$ cat config.mk
export PLATFORM = sky130hd
export DESIGN_NAME = irq_top
export DESIGN_NICKNAME = d
export VERILOG_FILES = /design/src/design/irq_pkg.sv /design/src/design/irq_sync.sv /design/src/design/irq_regs.sv /design/src/design/irq_dispatch.sv /design/src/design/irq_top.sv
export SDC_FILE = /design/constraint.sdc
export NUM_CORES = 1
export LEC_CHECK = 0
export ABC_CLOCK_PERIOD_IN_PS = 2500
export BUFFER_PORTS_ARGS = -buffer_cell sky130_fd_sc_hd__buf_2
export CAP_MARGIN = 5
export CORE_MARGIN = 2
export CORE_UTILIZATION = 40
export DETAILED_ROUTE_END_ITERATION = 10
export GPL_TIMING_DRIVEN = 0
export PLACE_DENSITY_LB_ADDON = 0.08
export SKIP_LAST_GASP = 1
export SYNTH_ARGS = -nofsm -noshare
export SYNTH_HDL_FRONTEND = slang
export SYNTH_SLANG_ARGS = --single-unit
$ cat constraint.sdc
create_clock -name clk -period 2.5 [get_ports clk]
set_clock_uncertainty 0.15 [all_clocks]
set_input_delay 0.625 -clock clk [delete_from_list [all_inputs] [get_ports clk]]
set_output_delay 0.625 -clock clk [all_outputs]
set_load 0.01 [all_outputs]
$ cat src/design/irq_pkg.sv
// Shared types, register addresses and vector constants for the interrupt controller
`default_nettype none

package irq_pkg;

	// CPU bus widths
	typedef logic [15:0] addr_t;          // Bus address
	typedef logic [7:0]  data_t;          // Bus data byte

	// One bit per interrupt source, bit 0 has highest priority
	typedef logic [7:0]  irq_mask_t;

	// Source number, 0 to 7
	typedef logic [2:0]  irq_idx_t;

	// Memory bus request from the CPU
	typedef struct packed {
		addr_t addr;                      // Target address
		data_t wdata;                     // Write data
		logic  wr;                        // One-cycle write strobe
		logic  rd;                        // One-cycle read strobe
	} bus_req_t;

	// IME commands decoded by the CPU
	typedef enum logic [1:0] {
		cmd_none = 2'd0,
		cmd_ei   = 2'd1,                  // Enable IME
		cmd_di   = 2'd2,                  // Disable IME
		cmd_reti = 2'd3                   // Return from handler, enables IME
	} irq_cmd_t;

	// Dispatcher state
	typedef enum logic [0:0] {
		st_idle = 1'b0,
		st_take = 1'b1                    // Take cycle, strobe and clear
	} disp_state_t;

	// Register map
	localparam addr_t ADDR_IE = 16'hFFFF;
	localparam addr_t ADDR_IF = 16'hFF0F;

	// Vector n lives at VEC_BASE + n * VEC_STRIDE
	localparam addr_t VEC_BASE   = 16'h0040;
	localparam addr_t VEC_STRIDE = 16'd8;

endpackage

`default_nettype wire

$ cat src/design/irq_sync.sv
// Samples peripheral request levels and emits a one-cycle set strobe per rising edge
`timescale 1ns/10ps
`default_nettype none

module irq_sync #(
	parameter int unsigned N_SRC = 5
) (
	input  wire                 clk,
	input  wire                 reset,
	input  irq_pkg::irq_mask_t  req,
	output irq_pkg::irq_mask_t  set_strb
);

	import irq_pkg::*;

	// Only implemented sources pass
	localparam irq_mask_t SRC_MASK = irq_mask_t'((1 << N_SRC) - 1);

	irq_mask_t req_q;                     // Sample taken on the last edge
	irq_mask_t req_qq;                    // Sample before that

	// Two-deep request history
	always_ff @(posedge clk) begin
		if (reset) begin
			req_q  <= '0;
			req_qq <= '0;
		end else begin
			req_q  <= req & SRC_MASK;
			req_qq <= req_q;
		end
	end

	// A bit that is high now but was low one sample earlier has just risen.
	// The strobe is high for the one cycle after the first high sample,
	// so the flag register picks it up on the following edge.
	assign set_strb = req_q & ~req_qq & SRC_MASK;

endmodule

`default_nettype wire

$ cat src/design/irq_regs.sv
// IE and IF register file, decoded on the CPU bus, feeding the dispatcher with active requests
`timescale 1ns/10ps
`default_nettype none

module irq_regs #(
	parameter int unsigned N_SRC = 5
) (
	input  wire                 clk,
	input  wire                 reset,
	input  irq_pkg::bus_req_t   bus,
	input  irq_pkg::irq_mask_t  set_strb,
	input  irq_pkg::irq_mask_t  clr_strb,
	output irq_pkg::data_t      rdata,
	output logic                rdata_valid,
	output irq_pkg::irq_mask_t  active
);

	import irq_pkg::*;

	// Implemented source bits
	localparam irq_mask_t SRC_MASK = irq_mask_t'((1 << N_SRC) - 1);

	irq_mask_t        ie_q;               // Interrupt enable, all 8 bits
	logic [N_SRC-1:0] if_q;               // Interrupt flags
	logic [N_SRC-1:0] if_next;
	irq_mask_t        if_full;            // Flags widened to 8 bits

	logic  sel_ie;
	logic  sel_if;
	logic  wr_ie;
	logic  wr_if;
	logic  rd_hit;
	data_t rdata_next;

	// Address decode
	assign sel_ie = (bus.addr == ADDR_IE);
	assign sel_if = (bus.addr == ADDR_IF);

	assign wr_ie  = bus.wr & sel_ie;
	assign wr_if  = bus.wr & sel_if;
	assign rd_hit = bus.rd & (sel_ie | sel_if);

	assign if_full = irq_mask_t'(if_q);

	// Flag update order: bus write, then dispatcher clear, then edge set.
	// Applying the set last lets a new request win over both.
	always_comb begin
		if_next = if_q;
		if (wr_if) begin
			if_next = bus.wdata[N_SRC-1:0];
		end
		if_next = if_next & ~clr_strb[N_SRC-1:0];   // Taken interrupt
		if_next = if_next | set_strb[N_SRC-1:0];    // New edges
	end

	// Register state
	always_ff @(posedge clk) begin
		if (reset) begin
			ie_q        <= '0;
			if_q        <= '0;
			rdata_valid <= 1'b0;
		end else begin
			if (wr_ie) begin
				ie_q <= bus.wdata;
			end
			if_q        <= if_next;
			rdata_valid <= rd_hit;
		end
	end

	// Read mux, unimplemented IF bits read as 1
	always_comb begin
		if (sel_ie) begin
			rdata_next = data_t'(ie_q);
		end else begin
			rdata_next = data_t'(if_full | ~SRC_MASK);
		end
	end

	// Read data lands one cycle after the strobe
	always_ff @(posedge clk) begin
		if (rd_hit) begin
			rdata <= rdata_next;
		end
	end

	// Requests both flagged and enabled
	assign active = ie_q & if_full;

endmodule

`default_nettype wire

$ cat src/design/irq_dispatch.sv
// Interrupt dispatcher: holds IME, picks the highest priority request and issues the take strobe
`timescale 1ns/10ps
`default_nettype none

module irq_dispatch #(
	parameter int unsigned N_SRC = 5
) (
	input  wire                 clk,
	input  wire                 reset,
	input  irq_pkg::irq_mask_t  active,
	input  irq_pkg::irq_cmd_t   cmd,
	input  wire                 boundary,
	output logic                take,
	output irq_pkg::addr_t      vector,
	output irq_pkg::irq_mask_t  clr_strb,
	output logic                pending
);

	import irq_pkg::*;

	disp_state_t state;
	disp_state_t state_next;

	logic ime;                            // Master interrupt enable
	logic ime_next;

	irq_idx_t sel_idx;                    // Lowest pending source
	logic     sel_valid;
	irq_idx_t take_idx;                   // Source being taken
	logic     start;

	// Priority encoder over implemented sources.
	// Scanning downward leaves the lowest set bit in sel_idx.
	always_comb begin
		sel_valid = 1'b0;
		sel_idx   = '0;
		for (int i = N_SRC - 1; i >= 0; i--) begin
			if (active[i]) begin
				sel_valid = 1'b1;
				sel_idx   = irq_idx_t'(i);
			end
		end
	end

	// Boundary uses the IME value from before this cycle's command
	assign start = (state == st_idle) & boundary & ime & sel_valid;

	// Take FSM
	always_comb begin
		state_next = state;
		case (state)
			st_idle: begin
				if (start) begin
					state_next = st_take;
				end
			end
			st_take: state_next = st_idle;    // Single take cycle
			default: state_next = st_idle;
		endcase
	end

	// IME update
	always_comb begin
		ime_next = ime;
		case (cmd)
			cmd_ei,
			cmd_reti: ime_next = 1'b1;
			cmd_di:   ime_next = 1'b0;
			default:  ime_next = ime;
		endcase
		// Entering a handler always disables further interrupts
		if (take) begin
			ime_next = 1'b0;
		end
	end

	always_ff @(posedge clk) begin
		if (reset) begin
			state <= st_idle;
			ime   <= 1'b0;
		end else begin
			state <= state_next;
			ime   <= ime_next;
		end
	end

	// Winner captured at the boundary
	always_ff @(posedge clk) begin
		if (start) begin
			take_idx <= sel_idx;
		end
	end

	// Take outputs
	assign take     = (state == st_take);
	assign clr_strb = take ? (irq_mask_t'(1) << take_idx) : '0;
	assign vector   = VEC_BASE + addr_t'(take_idx) * VEC_STRIDE;

	// Wake-up level, independent of IME
	assign pending  = |active;

endmodule

`default_nettype wire

$ cat src/design/irq_top.sv
// Interrupt controller top level, wiring edge sampler, IE/IF registers and dispatcher
`timescale 1ns/10ps
`default_nettype none

module irq_top #(
	parameter int unsigned N_SRC = 5
) (
	input  wire                 clk,
	input  wire                 reset,
	// CPU bus
	input  irq_pkg::bus_req_t   bus,
	output irq_pkg::data_t      rdata,
	output logic                rdata_valid,
	// Peripheral request levels
	input  irq_pkg::irq_mask_t  req,
	// CPU control
	input  irq_pkg::irq_cmd_t   cmd,
	input  wire                 boundary,
	output logic                take,
	output irq_pkg::addr_t      vector,
	output logic                pending
);

	import irq_pkg::*;

	irq_mask_t set_strb;                  // Rising edges to IF
	irq_mask_t clr_strb;                  // Taken flag to IF
	irq_mask_t active;                    // IE & IF

	irq_sync #(
		.N_SRC (N_SRC)
	) u_irq_sync (
		.clk      (clk),
		.reset    (reset),
		.req      (req),
		.set_strb (set_strb)
	);

	irq_regs #(
		.N_SRC (N_SRC)
	) u_irq_regs (
		.clk         (clk),
		.reset       (reset),
		.bus         (bus),
		.set_strb    (set_strb),
		.clr_strb    (clr_strb),
		.rdata       (rdata),
		.rdata_valid (rdata_valid),
		.active      (active)
	);

	irq_dispatch #(
		.N_SRC (N_SRC)
	) u_irq_dispatch (
		.clk      (clk),
		.reset    (reset),
		.active   (active),
		.cmd      (cmd),
		.boundary (boundary),
		.take     (take),
		.vector   (vector),
		.clr_strb (clr_strb),
		.pending  (pending)
	);

endmodule

`default_nettype wire

Word level (Yosys, flattened, before mapping)
Index checks and enable logic that the tools add are counted.
{ "op_classes": {"mux": 15, "eq_ne": 5, "order_cmp": 0, "n_mul": 0, "shifts": 1, "n_reduce_logical": 6, "div_mod_pow": 0, "n_addsub": 1, "bitwise_logic": 14} }
{ "op_table": {"columns": ["op", "n"], "rows": [
  ["== test 16 bit, second input constant", 2],
  ["two-way mux 5 bit", 3],
  ["AND 5 bit", 2],
  ["NOT 5 bit", 2],
  ["adder 7 x 6 -> 8 bit, first input constant", 1],
  ["AND 8 x 5 -> 8 bit", 1],
  ["OR reduction 8 bit", 1],
  ["two-way mux 1 bit", 7],
  ["AND 1 bit", 6],
  ["OR reduction 2 bit", 3],
  ["bitwise OR 5 bit", 1],
  ["<< shifter 1 x 3 -> 5 bit, first input constant", 1],
  ["== test 2 bit, second input constant", 2],
  ["two-way mux 2 bit", 2],
  ["one-hot mux 1 bit (2 select lines)", 2],
  ["OR reduction 4 bit", 1],
  ["two-way mux 3 bit", 1],
  ["== test 2 x 1 -> 1 bit, second input constant", 1],
  ["nonzero test 2 bit", 1],
  ["NOT 1 bit", 1],
  ["bitwise OR 1 bit", 1]
]} }
{ "totals": {"ramBits": 0, "wordCells": 54, "input_bits": 39, "ff_bits": 37, "romBits": 0, "memories": 0, "latch_bits": 0} }

Depth between registers and ports, before layout
{ "logic_depth": {"depth_word": 9, "ltp_mapped": 5, "mapped_depth_nobuf": 4} }

Hierarchy
From an unflattened synthesis, not the netlist that was laid out.
{ "hier_totals": {"hier_cells": 189, "hier_area_um2": 1958.1} }
{ "modules_own_cells": {"columns": ["module", "n_inst", "seq_area_each_um2", "cells_each", "area_per_inst_um2"], "rows": [
  ["irq_regs", 1, 520.5, 111, 1241.2],
  ["irq_dispatch", 1, 130.1, 49, 396.6],
  ["irq_sync", 1, 200.2, 29, 320.3]
]} }

Least setup slack after synthesis
OpenSTA, ideal clock, no wires.
{ "synth_path": {"kind": "in2reg", "start": "in bus[12] in the netlist's numbering", "end": "reg u_irq_regs.rdata[0], enable pin", "required_time_ns": 1.980, "path_buffers": 1, "path_stages": 4, "setup_slack_ns": 0.283, "arrival_time_ns": 1.697, "cell_sequence": "nand4_4 > or3_4 > buf_6 > nor2_1"} }
{ "synth_between": {"elab_chain_len": 3, "elab_cells_between_ends": 4} }
{ "synth_lines": {"columns": ["element", "line_no", "source"], "rows": [
  ["start: declaration", "irq_top.sv:11", "input irq_pkg::bus_req_t bus,"],
  ["== test 16 bit, on equally long branches", "irq_regs.sv:36, irq_regs.sv:37", null],
  ["bitwise OR 1 bit (*)", "irq_regs.sv:41", "assign rd_hit = bus.rd & (sel_ie | sel_if);"],
  ["AND 1 bit (*)", "irq_regs.sv:41", null],
  ["via u_irq_regs.rd_hit", "irq_regs.sv:32", "logic rd_hit;"],
  ["end signal: assignment", "irq_regs.sv:83", "rdata <= rdata_next;"],
  ["end: declaration", "irq_regs.sv:13", "output irq_pkg::data_t rdata,"]
]} }
Mark *: on every way through the listed nets, which the timed path passes. The rest lies on a longest branch.
A chain may end at the register's enable or synchronous reset.

Final worst setup path
{ "layout_path": {"start": "in bus[12] in the netlist's numbering", "end": "reg u_irq_regs.rdata[2], enable pin"} }
The elaborated chain is that of the path after synthesis.

==> qor.csv <==
metric,value,unit
share of cells above drive strength 1,36.4,%
unrepaired setup endpoints after global routing,false,
Inserted Diodes,0,
via/cell ratio,4.88,
WL/cell,12.5,um
Via Count,1357,
Async SR Flop Fraction,0,%
Die Ht,68.9,um
syn avg cell area,10.5,sq um
Power Total,1.13,mW
Post-synth EDFFs,11,
# fillers,403,
Total GRT Usage,15.7,%
Die Width,68.9,um
worst path required time,2.27,ns
area occupied by multi-input gates,723,sq um
top-area cell type share of the netlist area,30.9,%
sequential share of the synthesized area,50.5,%
Total Wirelength,3470,um
main combinational cell family by area after synthesis,simple AND/OR/NAND/NOR gates,
post-synth cell types,35,
"Arr. time, crit path",1.95,ns
main area contributors after synthesis,"dfxtp_1, edfxtp_1, buf_4",
RR Startpoint,u_irq_regs.if_q[2],
register bit total from synthesis,37,
final net count,266,
worst min path class,register to register,
IO buf count,48,
min cycle time layout,2.18,ns
R2R depth,4,
CTS Buf Count,5,
pwr dens,536,nW/um^2
Static Leak,0.970,nW
xor/xnor cell area share of the yosys netlist,0,%
TritonRoute pass-1 iters,5,
register area,851,sq um
Simple-Gate Fraction of Synth Area,24.1,%
setup bufs post-CTS,0,
Hold Buf Count CTS,0,
Worst Path Max Fanout,10,
Cells after DPL,270,
Tcrit/Tclk final,87.4,%
Mapped Cells,161,
CP Cell Sequence,buf_2 -> nand4_4 -> or3_4 -> buf_6 -> nor2_1,
WHS Endpoint,u_irq_sync.req_qq[4],
routability cong.,0.787,
Yosys top cell by area,dfxtp_1,
"CTS clk-pin slew, worst paths",0.07,ns
Num Clock Sinks,37,
total gr overflow,0,
Die ar.,4750,sq um
largest net degree at the start of global routing,12,
non-filler instance count after layout,278,
"Max stage delay cell, worst path",nor2_1,
Max-Cap Viols,0,
detailed placer's ending HPWL,2790,um
placed cell area,2030,sq um
uppermost layer routed,met4,
Max Fclk,458,MHz
final setup vio count,0,
initial antenna violation count,0,
clock latency on the worst-skew pair,0.28,ns
first-pass GRT wire length,5510,um
Worst setup EP type,register,
Cell Rows,23,
vias in the first global route,1248,
pre-CTS WS,-0.0179,ns
WHS Path Cells,2,
Synth Area in Compound Gates,11.4,%
worst reg2reg endpoint,u_irq_dispatch.take_idx[2],
CTS H-Tree Depth,2,
Synth-to-Final Area Change,25.3,%
worst slew pin tran,0.623,ns
Synth Flop Type,dfxtp_1,
startpoint types,input pin,
Starting DRT DRC Count,75,
fin. max-slew vios,0,
R2R Setup Slk,1.03,ns
VDD IR max,0.338,mV
hold_sp,u_irq_sync.req_q[4],
WL met2,1900,um
Finished Cell Area,2110,sq um
synthesized cell area,1680,sq um
post-route antenna net violation count,0,
max_slew headroom,58.3,%
met1 wire length,1370,um
wire length on met3,163,um
setup_tns,0,ns
CTS tree,yes,
Crit Path Class,input pin to register,
mux contribution to synthesized area,4.46,%
final worst slack,0.316,ns
synth warn,0,
Critical Path Max Stage Delay,0.50,ns
Starting Density,41.8,%
Final Util,52.4,%
"Hold Violations, Final",0,
Max Buffers Root-to-Sink,2,
DRC,0,
io pins,66,
core footprint,4030,sq um
# resized after CTS,0,
status,"complete, no violations",
synthesized-area fraction occupied by adder cells,0,%
root buf cell,clkbuf_8,
hold slack,0.291,ns
[cells in the mapped netlist, types with 2 or more instances]
cell type	n
edfxtp_1	11
nand2_1	9
conb_1	2
dfxtp_1	26
buf_4	13
inv_1	8
nand2b_1	5
nand3_1	10
a21oi_1	11
mux2_4	5
clkbuf_1	2
nor2b_1	7
or3_1	3
nand4_1	8
o221ai_1	5
nor3_1	2
nand4_4	2
a22oi_1	2
a31oi_1	4
o21ai_1	8
nor2_1	4
[worst max-delay path: cells and delay by family]
family	cells	cell delay (ns)
AND/OR/NAND/NOR	3	1.08
buffers and inverters	2	0.25
[cells by family after synthesis]
kind of cell / count (synthesis)
other: 2
buffers and inverters: 25
AND/OR/NAND/NOR: 60
multiplexers: 5
AO/OA/AOI/OAI: 32
flip-flops: 37
[registers in the layout (all words and copies together), names as in the netlist, 3 cells and up]
signal                   count
u_irq_regs.rdata             8
u_irq_regs.if_q              5
u_irq_sync.req_q             5
u_irq_regs.ie_q              8
u_irq_dispatch.take_idx      3
u_irq_sync.req_qq            5
[power breakdown]
group / internal (mW) / leakage (nW) / total (mW) / switching [mW]
clock network: 0.195 / 0.0422 / 0.385 / 0.190
registers: 0.631 / 0.330 / 0.641 / 0.00971
logic: 0.0545 / 0.597 / 0.105 / 0.0507
total: 0.881 / 0.970 / 1.13 / 0.250
[placed cells by master (no fill, tap or decap), types with 7 or more instances in the layout]
master / instances
a21oi_1: 11
buf_2: 49
buf_4: 13
conb_1: 13
dfxtp_1: 26
edfxtp_1: 11
inv_1: 8
nand2_1: 9
nand3_1: 10
nand4_1: 8
nor2b_1: 7
o21ai_1: 8
[layer usage]
layer  global-route usage [%]  vias to the layer above
li1                         -                      692
met1                     17.2                      622
met2                     28.5                       36
met3                     4.22                        7
met4                     6.62                        0
met5                        0                        -
[worst max-delay path by stage]
stage / startpoint / to / slack, ns / cells past startpoint
after floorplan: bus[12] / u_irq_regs.rdata[0] / 0.28 / 4
after global placement: bus[12] / u_irq_regs.rdata[4] / 0.06 / 5
after detailed placement: bus[12] / u_irq_regs.rdata[0] / -0.02 / 5
after CTS: bus[12] / u_irq_regs.rdata[2] / 0.29 / 5
after global routing: bus[12] / u_irq_regs.rdata[1] / 0.21 / 5
final: bus[12] / u_irq_regs.rdata[2] / 0.32 / 5
[layout make-up]
cell class / instances / area share (%)
multi-input combinational: 110 / 34.3
inverter: 8 / 1.42
clock buffer: 7 / 3.62
buffer: 17 / 5.75
timing repair buffer: 48 / 11.4
clock inverter: 1 / 0.237
tap: 50 / 2.97
sequential: 37 / 40.3
No activity file was read; power rests on OpenSTA's default activity.
